<file path="config.mk">
export PLATFORM = sky130hd
export DESIGN_NAME = fcvtUnit
export DESIGN_NICKNAME = d
export VERILOG_FILES = /design/src/verilog/fcvtPkg.sv /design/src/verilog/fcvtUnit.sv /design/src/verilog/fcvtQueue.sv /design/src/verilog/fcvtCsr.sv /design/src/verilog/fcvt.sv /design/src/verilog/fpUnpack.sv
export SDC_FILE = /design/constraint.sdc
export NUM_CORES = 2
export LEC_CHECK = 0
export ABC_AREA = 1
export BUFFER_PORTS_ARGS = -buffer_cell sky130_fd_sc_hd__clkbuf_2
export CAP_MARGIN = 25
export CORE_MARGIN = 3
export CORE_UTILIZATION = 30
export CTS_CLUSTER_SIZE = 30
export DETAILED_ROUTE_END_ITERATION = 8
export HOLD_SLACK_MARGIN = 0.1
export PLACE_DENSITY = 0.44
export SETUP_SLACK_MARGIN = 0.05
export SYNTH_ARGS = -nofsm -noshare
export SYNTH_HDL_FRONTEND = slang
export SYNTH_SLANG_ARGS = --single-unit
</file>
<file path="constraint.sdc">
create_clock -name clk -period 21.8 [get_ports clk]
set_clock_uncertainty 0.1 [all_clocks]
set_input_delay 4.36 -clock clk [delete_from_list [all_inputs] [get_ports clk]]
set_output_delay 4.36 -clock clk [all_outputs]
set_load 0.1 [all_outputs]
</file>
<file path="src/verilog/fcvtPkg.sv">
`default_nettype none

package fcvtPkg;

    ////////////////////////////////////////////////////////////
    // operand widths

    localparam int XLEN = 64;       // integer register width

    typedef logic [XLEN-1:0] intT;  // int operand, raw fp source, result
    typedef logic [10:0]     expT;  // biased exponent, double sized
    typedef logic [52:0]     manT;  // mantissa incl hidden bit

    // op code {long, unsigned, toInt}
    typedef logic [2:0] opT;
    localparam int OP_TOINT    = 0; // 1 = fp -> int
    localparam int OP_UNSIGNED = 1; // wu / lu forms
    localparam int OP_LONG     = 2; // 64 bit integer side

    ////////////////////////////////////////////////////////////
    // rounding modes

    typedef logic [2:0] frmT;
    localparam frmT RM_RNE = 3'b000; // nearest, ties to even
    localparam frmT RM_RTZ = 3'b001; // toward zero
    localparam frmT RM_RDN = 3'b010; // toward -inf
    localparam frmT RM_RUP = 3'b011; // toward +inf
    localparam frmT RM_RMM = 3'b100; // nearest, ties away
    localparam frmT RM_DYN = 3'b111; // mode comes from frm register

    // flags {nv, dz, of, uf, nx}
    typedef logic [4:0] flagsT;
    localparam int FLG_NV = 4;
    localparam int FLG_NX = 0;

    // exponent biases
    localparam expT BIAS_S = 11'd127;
    localparam expT BIAS_D = 11'd1023;

    ////////////////////////////////////////////////////////////
    // request queue

    localparam int QUEUE_DEPTH = 4; // slots = credits given upstream
    localparam int QUEUE_PTR_W = 2;
    localparam int CRED_W      = 8; // result credit counter width

endpackage

`default_nettype wire
</file>
<file path="src/verilog/fcvtUnit.sv">
`default_nettype none

module fcvtUnit (
    input  logic           clk,
    input  logic           rstN,
    input  logic           reqValid,
    input  fcvtPkg::opT    reqOp,
    input  logic           reqFmt,
    input  fcvtPkg::frmT   reqFrm,
    input  fcvtPkg::intT   reqFpSrc,
    input  fcvtPkg::intT   reqIntSrc,
    output logic           reqCredit,
    output logic           resValid,
    output fcvtPkg::intT   resData,
    output fcvtPkg::flagsT resFlags,
    input  logic           resCredit,
    input  logic           frmWe,
    input  fcvtPkg::frmT   frmWdata,
    input  logic           flagsClr,
    output fcvtPkg::frmT   frm,
    output fcvtPkg::flagsT fflags
);

    // head of queue
    fcvtPkg::opT    headOp;
    logic           headFmt;
    fcvtPkg::frmT   headFrm;
    fcvtPkg::intT   headFpSrc;
    fcvtPkg::intT   headIntSrc;
    fcvtPkg::frmT   effFrm;       // dyn resolved

    // unpacked source
    logic           xSgn;
    fcvtPkg::expT   xExp;
    fcvtPkg::manT   xMan;
    logic           xZero;
    logic           xNaN;
    logic           xInf;
    logic           xDenorm;
    fcvtPkg::expT   bias;

    // converter out, registered in the queue
    fcvtPkg::intT   cvtRes;
    fcvtPkg::flagsT cvtFlags;

    ////////////////////////////////////////////////////////////

    fcvtQueue i_fcvtQueue (
        .clk(clk), .rstN(rstN),
        .reqValid(reqValid), .reqOp(reqOp), .reqFmt(reqFmt), .reqFrm(reqFrm),
        .reqFpSrc(reqFpSrc), .reqIntSrc(reqIntSrc),
        .resCredit(resCredit), .reqCredit(reqCredit),
        .headOp(headOp), .headFmt(headFmt), .headFrm(headFrm),
        .headFpSrc(headFpSrc), .headIntSrc(headIntSrc),
        .cvtRes(cvtRes), .cvtFlags(cvtFlags),
        .resValid(resValid), .resData(resData), .resFlags(resFlags)
    );

    fpUnpack i_fpUnpack (
        .fpSrc(headFpSrc), .fmt(headFmt),
        .xSgn(xSgn), .xExp(xExp), .xMan(xMan),
        .xZero(xZero), .xNaN(xNaN), .xInf(xInf), .xDenorm(xDenorm),
        .bias(bias)
    );

    fcvt i_fcvt (
        .xSgn(xSgn), .xExp(xExp), .xMan(xMan),
        .xZero(xZero), .xNaN(xNaN), .xInf(xInf), .xDenorm(xDenorm),
        .bias(bias), .intSrc(headIntSrc), .op(headOp), .frm(effFrm), .fmt(headFmt),
        .cvtRes(cvtRes), .cvtFlags(cvtFlags)
    );

    fcvtCsr i_fcvtCsr (
        .clk(clk), .rstN(rstN),
        .frmWe(frmWe), .frmWdata(frmWdata), .flagsClr(flagsClr),
        .resValid(resValid), .resFlags(resFlags), .reqFrm(headFrm),
        .frm(frm), .fflags(fflags), .effFrm(effFrm)
    );

endmodule

`default_nettype wire

</file>
<file path="src/verilog/fcvtQueue.sv">
`default_nettype none

module fcvtQueue (
    input  logic           clk,
    input  logic           rstN,
    input  logic           reqValid,
    input  fcvtPkg::opT    reqOp,
    input  logic           reqFmt,
    input  fcvtPkg::frmT   reqFrm,
    input  fcvtPkg::intT   reqFpSrc,
    input  fcvtPkg::intT   reqIntSrc,
    input  logic           resCredit,   // consumer grants one per pulse
    output logic           reqCredit,   // one pulse per freed slot
    output fcvtPkg::opT    headOp,
    output logic           headFmt,
    output fcvtPkg::frmT   headFrm,
    output fcvtPkg::intT   headFpSrc,
    output fcvtPkg::intT   headIntSrc,
    input  fcvtPkg::intT   cvtRes,
    input  fcvtPkg::flagsT cvtFlags,
    output logic           resValid,
    output fcvtPkg::intT   resData,
    output fcvtPkg::flagsT resFlags
);

    // request slots
    fcvtPkg::opT  opQ    [fcvtPkg::QUEUE_DEPTH];
    logic         fmtQ   [fcvtPkg::QUEUE_DEPTH];
    fcvtPkg::frmT frmQ   [fcvtPkg::QUEUE_DEPTH];
    fcvtPkg::intT fpQ    [fcvtPkg::QUEUE_DEPTH];
    fcvtPkg::intT intQ   [fcvtPkg::QUEUE_DEPTH];

    logic [fcvtPkg::QUEUE_PTR_W-1:0] wrPtr;
    logic [fcvtPkg::QUEUE_PTR_W-1:0] rdPtr;
    logic [fcvtPkg::QUEUE_PTR_W:0]   count;     // 0..depth
    logic [fcvtPkg::CRED_W-1:0]      credCnt;   // result credits held
    logic                            issue;     // pop head this cycle

    assign issue = (count != '0) && (credCnt != '0);

    ////////////////////////////////////////////////////////////
    // storage, written at the reqValid edge

    always_ff @(posedge clk) begin
        if (reqValid) begin
            opQ[wrPtr]  <= reqOp;
            fmtQ[wrPtr] <= reqFmt;
            frmQ[wrPtr] <= reqFrm;
            fpQ[wrPtr]  <= reqFpSrc;
            intQ[wrPtr] <= reqIntSrc;
        end
    end

    assign headOp     = opQ[rdPtr];
    assign headFmt    = fmtQ[rdPtr];
    assign headFrm    = frmQ[rdPtr];
    assign headFpSrc  = fpQ[rdPtr];
    assign headIntSrc = intQ[rdPtr];

    ////////////////////////////////////////////////////////////
    // pointers, occupancy, credits

    always_ff @(posedge clk or negedge rstN) begin
        if (!rstN) begin
            wrPtr     <= '0;
            rdPtr     <= '0;
            count     <= '0;
            credCnt   <= '0;
            resValid  <= 1'b0;
            reqCredit <= 1'b0;
        end else begin
            if (reqValid) begin
                wrPtr <= wrPtr + 1'b1;   // depth is a power of two
            end
            if (issue) begin
                rdPtr <= rdPtr + 1'b1;
            end
            count <= count + {{fcvtPkg::QUEUE_PTR_W{1'b0}}, reqValid}
                           - {{fcvtPkg::QUEUE_PTR_W{1'b0}}, issue};
            credCnt <= credCnt + {{(fcvtPkg::CRED_W-1){1'b0}}, resCredit}
                               - {{(fcvtPkg::CRED_W-1){1'b0}}, issue};
            resValid  <= issue;
            reqCredit <= issue;   // slot freed along with the result
        end
    end

    // result payload
    always_ff @(posedge clk) begin
        if (issue) begin
            resData  <= cvtRes;
            resFlags <= cvtFlags;
        end
    end

    // producer must not overrun the slots
    aSlotFree: assert property (@(posedge clk) disable iff (!rstN)
        reqValid && !issue |-> count < fcvtPkg::QUEUE_DEPTH)
        else $error("request queue overflow");

    // consumer must not hand out more credits than the counter holds
    aCredWrap: assert property (@(posedge clk) disable iff (!rstN)
        resCredit && !issue |-> credCnt != '1)
        else $error("result credit counter wrapped");

endmodule

`default_nettype wire

</file>
<file path="src/verilog/fcvtCsr.sv">
`default_nettype none

module fcvtCsr (
    input  logic           clk,
    input  logic           rstN,
    input  logic           frmWe,
    input  fcvtPkg::frmT   frmWdata,
    input  logic           flagsClr,
    input  logic           resValid,
    input  fcvtPkg::flagsT resFlags,
    input  fcvtPkg::frmT   reqFrm,     // rm field of the head request
    output fcvtPkg::frmT   frm,
    output fcvtPkg::flagsT fflags,
    output fcvtPkg::frmT   effFrm
);

    ////////////////////////////////////////////////////////////
    // dynamic rounding mode

    always_ff @(posedge clk or negedge rstN) begin
        if (!rstN) begin
            frm <= fcvtPkg::RM_RNE;
        end else if (frmWe) begin
            frm <= frmWdata;
        end
    end

    // dyn picks up the register value
    assign effFrm = (reqFrm == fcvtPkg::RM_DYN) ? frm : reqFrm;

    ////////////////////////////////////////////////////////////
    // accrued flags

    always_ff @(posedge clk or negedge rstN) begin
        if (!rstN) begin
            fflags <= '0;
        end else if (flagsClr) begin
            fflags <= '0;                  // clear wins over a same cycle result
        end else if (resValid) begin
            fflags <= fflags | resFlags;   // sticky accumulate
        end
    end

    // software may only load one of the five real modes
    aFrmLegal: assert property (@(posedge clk) disable iff (!rstN)
        frmWe |-> (frmWdata <= fcvtPkg::RM_RMM))
        else $error("frm write with reserved code %b", frmWdata);

endmodule

`default_nettype wire

</file>
<file path="src/verilog/fcvt.sv">
`default_nettype none

module fcvt (
    input  logic           xSgn,
    input  fcvtPkg::expT   xExp,
    input  fcvtPkg::manT   xMan,
    input  logic           xZero,
    input  logic           xNaN,
    input  logic           xInf,
    input  logic           xDenorm,
    input  fcvtPkg::expT   bias,
    input  fcvtPkg::intT   intSrc,
    input  fcvtPkg::opT    op,
    input  fcvtPkg::frmT   frm,      // resolved, never dyn
    input  logic           fmt,      // 1 double, 0 single
    output fcvtPkg::intT   cvtRes,
    output fcvtPkg::flagsT cvtFlags
);

    logic toInt;
    logic isUns;
    logic isLong;

    // int -> fp path
    fcvtPkg::intT intVal;     // source widened to 64
    fcvtPkg::intT absVal;
    fcvtPkg::intT norm;       // leading one at [63]
    fcvtPkg::intT fpRes;
    logic         intNeg;
    logic         absZero;
    logic [5:0]   msb;        // leading one position
    logic [5:0]   lzCnt;
    fcvtPkg::expT expD;
    logic [7:0]   expS;
    logic [62:0]  sumD;       // {exp, frac} + carry from rounding
    logic [30:0]  sumS;

    // fp -> int path
    logic [12:0]  expVal;     // unbiased, two's complement
    logic         eNeg;
    logic         eBig;       // >= 64, out of range for every size
    logic         eMinus1;
    logic [115:0] fpShifted;  // 64 int bits over 52 frac bits
    logic [63:0]  intPart;
    logic         fGuard;
    logic         fSticky;
    logic [64:0]  mag;        // rounded magnitude
    logic         magOvf;
    logic         outRange;
    logic         satPos;
    fcvtPkg::intT intRes;
    fcvtPkg::intT intOut;
    fcvtPkg::intT satVal;

    // shared rounding
    logic rSgn;
    logic rLsb;
    logic rGuard;
    logic rSticky;
    logic roundUp;

    assign toInt  = op[fcvtPkg::OP_TOINT];
    assign isUns  = op[fcvtPkg::OP_UNSIGNED];
    assign isLong = op[fcvtPkg::OP_LONG];

    ////////////////////////////////////////////////////////////
    // int -> fp

    always_comb begin
        if (isLong) begin
            intVal = intSrc;
        end else if (isUns) begin
            intVal = {32'b0, intSrc[31:0]};
        end else begin
            intVal = {{32{intSrc[31]}}, intSrc[31:0]};
        end
    end

    assign intNeg  = ~isUns & intVal[63];
    assign absVal  = intNeg ? -intVal : intVal;
    assign absZero = ~|absVal;

    // leading one search, last hit wins
    always_comb begin
        msb = 6'd0;
        for (int i = 0; i < fcvtPkg::XLEN; i++) begin
            if (absVal[i]) begin
                msb = 6'(i);
            end
        end
    end

    assign lzCnt = 6'd63 - msb;
    assign norm  = absVal << lzCnt;
    assign expD  = {5'b0, msb} + fcvtPkg::BIAS_D;
    assign expS  = {2'b0, msb} + fcvtPkg::BIAS_S[7:0];   // max 190, no overflow

    // mantissa carry ripples into exponent
    assign sumD = {expD, norm[62:11]} + {62'b0, roundUp};
    assign sumS = {expS, norm[62:40]} + {30'b0, roundUp};

    assign fpRes = fmt ? {intNeg, absZero ? 63'b0 : sumD}
                       : {32'hffff_ffff, intNeg, absZero ? 31'b0 : sumS};   // nan boxed

    ////////////////////////////////////////////////////////////
    // fp -> int

    assign expVal  = {2'b00, xExp} - {2'b00, bias} + {12'b0, xDenorm};
    assign eNeg    = expVal[12];
    assign eBig    = ~eNeg & |expVal[11:6];
    assign eMinus1 = &expVal;

    assign fpShifted = {63'b0, xMan} << expVal[5:0];

    always_comb begin
        if (eNeg) begin
            // |x| < 1, only guard/sticky survive
            intPart = 64'b0;
            fGuard  = eMinus1 & xMan[52];
            fSticky = eMinus1 ? |xMan[51:0] : ~xZero;
        end else begin
            intPart = fpShifted[115:52];
            fGuard  = fpShifted[51];
            fSticky = |fpShifted[50:0];
        end
    end

    assign mag = {1'b0, intPart} + {64'b0, roundUp};

    // range after rounding
    always_comb begin
        if (isUns) begin
            magOvf = xSgn ? |mag : (isLong ? mag[64] : |mag[64:32]);   // -0.x -> 0 is legal
        end else if (xSgn) begin
            magOvf = isLong ? (mag[64] | (mag[63] & |mag[62:0]))
                            : (|mag[64:32] | (mag[31] & |mag[30:0]));
        end else begin
            magOvf = isLong ? |mag[64:63] : |mag[64:31];
        end
    end

    assign outRange = xNaN | xInf | eBig | magOvf;
    assign satPos   = xNaN | ~xSgn;   // nan goes to max

    always_comb begin
        if (isUns) begin
            satVal = satPos ? 64'hffff_ffff_ffff_ffff : 64'h0;
        end else if (isLong) begin
            satVal = satPos ? 64'h7fff_ffff_ffff_ffff : 64'h8000_0000_0000_0000;
        end else begin
            satVal = satPos ? 64'h0000_0000_7fff_ffff : 64'hffff_ffff_8000_0000;
        end
    end

    assign intRes = xSgn ? -mag[63:0] : mag[63:0];
    assign intOut = isLong ? intRes : {{32{intRes[31]}}, intRes[31:0]};   // words sign extend

    ////////////////////////////////////////////////////////////
    // rounding, shared by both directions

    assign rSgn    = toInt ? xSgn : intNeg;
    assign rLsb    = toInt ? intPart[0] : (fmt ? norm[11] : norm[40]);
    assign rGuard  = toInt ? fGuard : (fmt ? norm[10] : norm[39]);
    assign rSticky = toInt ? fSticky : (fmt ? |norm[9:0] : |norm[38:0]);

    always_comb begin
        case (frm)
            fcvtPkg::RM_RNE: roundUp = rGuard & (rSticky | rLsb);
            fcvtPkg::RM_RTZ: roundUp = 1'b0;
            fcvtPkg::RM_RDN: roundUp = rSgn & (rGuard | rSticky);
            fcvtPkg::RM_RUP: roundUp = ~rSgn & (rGuard | rSticky);
            fcvtPkg::RM_RMM: roundUp = rGuard;
            default:         roundUp = 1'b0;   // reserved codes truncate
        endcase
    end

    // result and flags
    assign cvtRes = toInt ? (outRange ? satVal : intOut) : fpRes;

    always_comb begin
        cvtFlags = '0;
        if (toInt) begin
            cvtFlags[fcvtPkg::FLG_NV] = outRange;
            cvtFlags[fcvtPkg::FLG_NX] = ~outRange & (rGuard | rSticky);   // in range only
        end else begin
            cvtFlags[fcvtPkg::FLG_NX] = rGuard | rSticky;
        end
    end

endmodule

`default_nettype wire

</file>
<file path="src/verilog/fpUnpack.sv">
`default_nettype none

module fpUnpack (
    input  fcvtPkg::intT fpSrc,    // raw fp register contents
    input  logic         fmt,      // 1 double, 0 single
    output logic         xSgn,
    output fcvtPkg::expT xExp,     // biased, single zero extended
    output fcvtPkg::manT xMan,     // hidden bit at [52]
    output logic         xZero,
    output logic         xNaN,
    output logic         xInf,
    output logic         xDenorm,
    output fcvtPkg::expT bias
);

    logic        boxed;     // upper word all ones
    logic [51:0] fracRaw;   // fraction, single left aligned
    logic        expMax;
    logic        expZero;
    logic        fracZero;

    assign boxed = &fpSrc[63:32];

    // field split per format
    always_comb begin
        if (fmt) begin
            xSgn    = fpSrc[63];
            xExp    = fpSrc[62:52];
            fracRaw = fpSrc[51:0];
        end else if (boxed) begin
            xSgn    = fpSrc[31];
            xExp    = {3'b000, fpSrc[30:23]};
            fracRaw = {fpSrc[22:0], 29'b0};
        end else begin
            // broken boxing reads as canonical nan 7fc00000
            xSgn    = 1'b0;
            xExp    = 11'h0ff;
            fracRaw = {1'b1, 51'b0};   // quiet bit only
        end
    end

    assign expMax   = fmt ? &xExp : &xExp[7:0];
    assign expZero  = ~|xExp;
    assign fracZero = ~|fracRaw;

    // classes
    assign xZero   = expZero & fracZero;
    assign xDenorm = expZero & ~fracZero;
    assign xInf    = expMax & fracZero;
    assign xNaN    = expMax & ~fracZero;

    assign xMan = {~expZero, fracRaw};   // no hidden one for denorm/zero
    assign bias = fmt ? fcvtPkg::BIAS_D : fcvtPkg::BIAS_S;

endmodule

`default_nettype wire

</file>
# == Yosys cells after proc, flatten, opt, wreduce, memory -nomap -nowiden ==
# Memories as Yosys holds them, arrays and structs flattened.
# Cells that the tools add are included.
# word_totals
input_bits,144
mem_count,5
ramBits,540
register_bits,90
out_inout_bits,79
word_cells,199
# classes
n_reduce_logical,24
add_sub_neg,16
shifts,2
n_bitwise,28
mux,110
n_eq_ne,4
# memory_table
name,words,width,read_ports,rd_clocked_by_memory_dff,wr,line_no,source
i_fcvtQueue.fpQ,4,64,1,0,1,fcvtQueue.sv:30,fcvtPkg::intT fpQ [fcvtPkg::QUEUE_DEPTH];
i_fcvtQueue.intQ,4,64,1,0,1,fcvtQueue.sv:31,fcvtPkg::intT intQ [fcvtPkg::QUEUE_DEPTH];
i_fcvtQueue.frmQ,4,3,1,0,1,fcvtQueue.sv:29,fcvtPkg::frmT frmQ [fcvtPkg::QUEUE_DEPTH];
i_fcvtQueue.opQ,4,3,1,0,1,fcvtQueue.sv:27,fcvtPkg::opT opQ [fcvtPkg::QUEUE_DEPTH];
i_fcvtQueue.fmtQ,4,1,1,0,1,fcvtQueue.sv:28,logic fmtQ [fcvtPkg::QUEUE_DEPTH];
# ops
cell,n
64-bit 2-to-1 mux,14
6-bit 2-to-1 mux,32
64-bit negation,2
53-bit by 6-bit << shifter with 116-bit output,1
52-bit 2-to-1 mux,2
5-bit 2-to-1 mux,18
64-bit by 1-bit adder with 65-bit output,1
65-bit OR reduction,1
64-bit OR reduction,1
64-bit by 6-bit << shifter with 63-bit output,1
63-bit by 1-bit adder with 63-bit output,1
63-bit 2-to-1 mux,1
63-bit OR reduction,1
52-bit OR reduction,1
51-bit OR reduction,1
39-bit OR reduction,1
34-bit OR reduction,1
33-bit OR reduction,1
4-bit 2-to-1 mux,8
32-bit AND reduction,1
31-bit by 1-bit adder with 31-bit output,1
31-bit 2-to-1 mux,1
31-bit OR reduction,1
1-bit 2-to-1 mux,23
35 further kinds,68

# == Depth between registers and ports, before layout ==
# An unclocked memory read counts as a cell.
# depth
depth_word,87
mapped_depth,127
ltp_nobuf,123

# == Modules after synthesis ==
# Synthesis repeated with hierarchy kept, for this count alone.
# hier_totals
hier_cells,6170
hier_area_um2,45008.2
# modules_own_cells
mod,instances,area_per_inst_um2,seq_area_each_um2,cells_per_inst
fcvtQueue,1,22985.8,18687.9,1497
fcvt,1,20196.9,0.0,4305
fpUnpack,1,1480.2,0.0,324
fcvtCsr,1,345.3,200.2,44

# == Least setup slack after synthesis ==
# No wires, ideal clock.
# synth_timing
path_kind,reg2reg
startpoint,reg i_fcvtQueue.rdPtr[0] in the netlist's numbering
endpoint,reg i_fcvtQueue.resData[38] (data pin)
t_arrival_ns,9.667
stages_incl_launch_ff,87
setup_time_ns,0.266
path_buffers,13
t_required_ns,21.434
slack_ns,11.767
synth_period_minus_slack_ns,10.033
cell_sequence,dfrtp_1 -> buf_6 -> buf_6 -> buf_6 -> buf_6 -> buf_4 -> buf_4 -> buf_2 -> buf_4 -> buf_2 -> buf_2 -> o21ai_0 -> o22ai_1 -> nand2_1 -> nand2_1 -> nor2_1 -> nand4_1 -> or3_1 -> [... 51 more ...] -> nand2_1 -> nor3_2 -> nand2_1 -> nor3_2 -> nand2_1 -> inv_2 -> nand2_4 -> nor4_4 -> nand2_1 -> o31ai_1 -> nand2_1 -> nand3_1 -> nand2_2 -> nand2_2 -> nand2_2 -> buf_2 -> nor2_1 -> a21oi_1
# synth_between
elab_chain_cells,86
word_cells_on_any_way,167
cone_classes,7 x add/sub; 4 x eq/ne; 2 x shift; 104 x mux; 25 x bitwise; 20 x reduce/logical; 5 x memory
# synth_lines
element,line_no,source
"start, declared",fcvtQueue.sv:34,logic [fcvtPkg::QUEUE_PTR_W-1:0] rdPtr;
"start signal, assigned",fcvtQueue.sv:76,rdPtr <= rdPtr + 1'b1;
"parallel branches: the longest is 85 deep, another holds memory 4 x 64 bit",--,
64-bit 2-to-1 mux (*),fcvt.sv:178,assign cvtRes = toInt ? (outRange ? satVal : intOut) : fpRes;
net cvtRes[38],fcvtUnit.sv:43,fcvtPkg::intT cvtRes;
"end signal, assigned",fcvtQueue.sv:90,resData <= cvtRes;
"end, declared",fcvtQueue.sv:22,"output fcvtPkg::intT resData,"
# Mark *: on every way through the listed nets, which the timed path passes.
# A chain may end at the register's enable or synchronous reset.

# == Final worst setup path ==
# layout_timing
startpoint,reg i_fcvtQueue.rdPtr[0] in the netlist's numbering
endpoint,reg i_fcvtQueue.resData[13] (data pin)
# Same word-level chain as after synthesis.

==> metrics.csv <==
metric,value,unit
cp.arrival,17.90,ns
grt_first_pass_wirelength,265000,µm
io_buffers,216,
path_clk_slew,0.06,ns
timing.fmax,0.0568,GHz
yosysWarningCount,0,
fin_crit,17.59,ns
cts_made_buffers,75,
syn_area_per_cell,7.35,µm²
antenna_found_initial,18,
period_share,0.807,
final_net_count,6229,
post_cts_buffers,0,
yosysSeqAreaShare,0.423,
cp_common_cell,nand2_1,
initial_core_util,0.303,
grt_remaining_overflow,0,
vias_per_cell,5.22,
cpMaxStageDelayCell,dfrtp_4,
insertion_delay,0.68,ns
clock_path_buffers,3,
row_count,140,
ys.flop_type,edfxtp_1,
synth-async-reset-ratio,0.0335,
drv.max_cap_violation_count,0,
ys_top_cells_by_area,"edfxtp_1 (41%), nand2_1 (14%), nand3_1 (8.7%), nor2_1 (6.2%), o21ai_0 (4.9%)",
start_kind,flip-flop,
finalSetupViolCount,0,
grt_pass1_vias,39469,
wl_per_cell,22.6,µm
track_usage,0.231,
synth_area_leader_cell,edfxtp_1,
areaGrowthSynthToFinish,10.9,%
holdWs,0.405,ns
cts_root_buf,clkbuf_16,
netlist_instances,6025,
status,completed,
crit_path_max_incr_delay,0.85,ns
critPathCaptureType,flip-flop,
ant_nets,0,
fp.dieW,390,µm
synth_edf_count,606,
finalHoldViolations,0,
htreeDepth,3,
drv_slew,0,
routed_wl,181000,µm
fin_util,0.336,
vias,41914,
die_h,390,µm
final_cells,8028,
top_usage_layer,met2,
synth_area,44300,µm²
rsz0062_at_grt,no,
tightest_slew,1.07,ns
ctsResizeCount,0,
ys_ff_latch,627,
grt_max_degree,147,
use_met1,0.322,
dieArea,152000,µm²
dr.pass1.iters,6,
placed_cells,7890,
cts_tree,done,
core,146000,µm²
critPathMaxFanout,89,
pin_count,223,
tns,0,ns
required,22.10,ns
first_iter_violations,3704,
dp_hpwl,137000,µm
drc,0,
drive_gt1_frac,0.0863,
hold_path_class,flip-flop to flip-flop,
synthDistinctLibCells,79,
cts_hold_buf,0,
gp_congestion,0.979,
grtUsageMet2,0.359,
use_met3,0.0356,
slew_headroom,0.286,
path_class,flip-flop to flip-flop,
synth.top_cell.area_share,0.411,
clock_sinks,627,
## registers in the layout, summed over array words and instances (netlist names), 3 cells and up
name	count
i_fcvtQueue.fpQ	256
i_fcvtQueue.fmtQ	4
i_fcvtQueue.intQ	256
i_fcvtQueue.credCnt	8
i_fcvtQueue.resData	64
i_fcvtQueue.opQ	12
i_fcvtQueue.frmQ	12
i_fcvtCsr.frm	3
i_fcvtQueue.count	3
## kinds of logic (layout without fill, tap and decap cells)
family	Yosys count	count (layout)	share of synthesized area
buffers and inverters	836	914	0.0800
other	1	9	0.0000846
AOI/OAI and AO/OA	881	881	0.114
DFF	627	627	0.423
muxes	20	20	0.00455
xor gates and xnor gates	196	196	0.0397
adders and majority gates	34	34	0.00994
and+or+nand+nor	3430	3430	0.329
## metal layers
layer / wire length [µm] / vias up
met1: 83500 / 19926
met3: 10300 / 284
met5: 152 / -
li1: - / 20325
met2: 79700 / 1359
met4: 7520 / 20
## cell usage after synthesis (81+ instances only)
| cell type | instances |
|---|---|
| xor2_1 | 132 |
| clkbuf_1 | 112 |
| edfxtp_1 | 606 |
| buf_2 | 96 |
| o22ai_1 | 81 |
| nand2_1 | 1671 |
| o21ai_1 | 93 |
| inv_1 | 464 |
| o21ai_0 | 430 |
| nand3_1 | 771 |
| nor2_1 | 733 |
| a21oi_1 | 128 |
## worst max-delay path, delay by kind of cell, from the launching register on
family	cells	cell delay, ns
XOR/XNOR	2	0.75
AO/OA/AOI/OAI	5	1.47
flip-flops	1	0.85
adder cells (fa/ha/maj)	2	0.48
AND/OR/NAND/NOR	88	10.45
buffers and inverters	8	2.91
## final cells by class
type	instances	area, µm²
fill	15905	97000
multi-input combinational	4567	22100
sequential	627	18700
tap	1917	2400
clock buffer	96	1980
inverter	509	1940
timing repair buffer	271	1540
clock inverter	38	412
antenna	3	7.51
## metrics by stage
| step | setup WS [ns] | area [µm²] |
|---|---|---|
| final | 4.21 | 49100 |
| after global routing | 2.33 | 49100 |
| after CTS | 3.93 | 49100 |
| after detailed placement | 3.98 | 46700 |
| after global placement | 3.80 | 46700 |
| after floorplan | 11.77 | 44300 |
## placed cells by master, fill, tap and decap left out, types with 62 or more instances in the layout
cell type	count
nand2_1	1667
nand3_1	771
nor2_1	731
edfxtp_1	606
inv_1	458
o21ai_0	430
clkbuf_2	216
xor2_1	132
a21oi_1	126
o21ai_1	93
o22ai_1	81
clkbuf_16	75
nand4_1	67
nor3_1	62
## path summary, 6_finish.rpt
path                                             startpoint                                 to  slack [ns]  cells after the start
setup / recovery           i_fcvtQueue.rdPtr[0]$_DFFE_PN0P_  i_fcvtQueue.resData[13]$_DFFE_PP_        4.21                    105
hold / removal              i_fcvtCsr.fflags[0]$_DFFE_PN0N_    i_fcvtCsr.fflags[0]$_DFFE_PN0N_        0.41                      2
setup reg to reg           i_fcvtQueue.rdPtr[0]$_DFFE_PN0P_  i_fcvtQueue.resData[13]$_DFFE_PP_        4.21                    105
hold reg to reg             i_fcvtCsr.fflags[0]$_DFFE_PN0N_    i_fcvtCsr.fflags[0]$_DFFE_PN0N_        0.41                      2
max in group asynchronous                              rstN   i_fcvtQueue.rdPtr[0]$_DFFE_PN0P_       17.52                      1
min in group asynchronous                              rstN   i_fcvtQueue.rdPtr[1]$_DFFE_PN0P_        3.59                      1
Power is not shown: default switching activity piles up to over one toggle a cycle in this logic, so the estimate is an artifact.
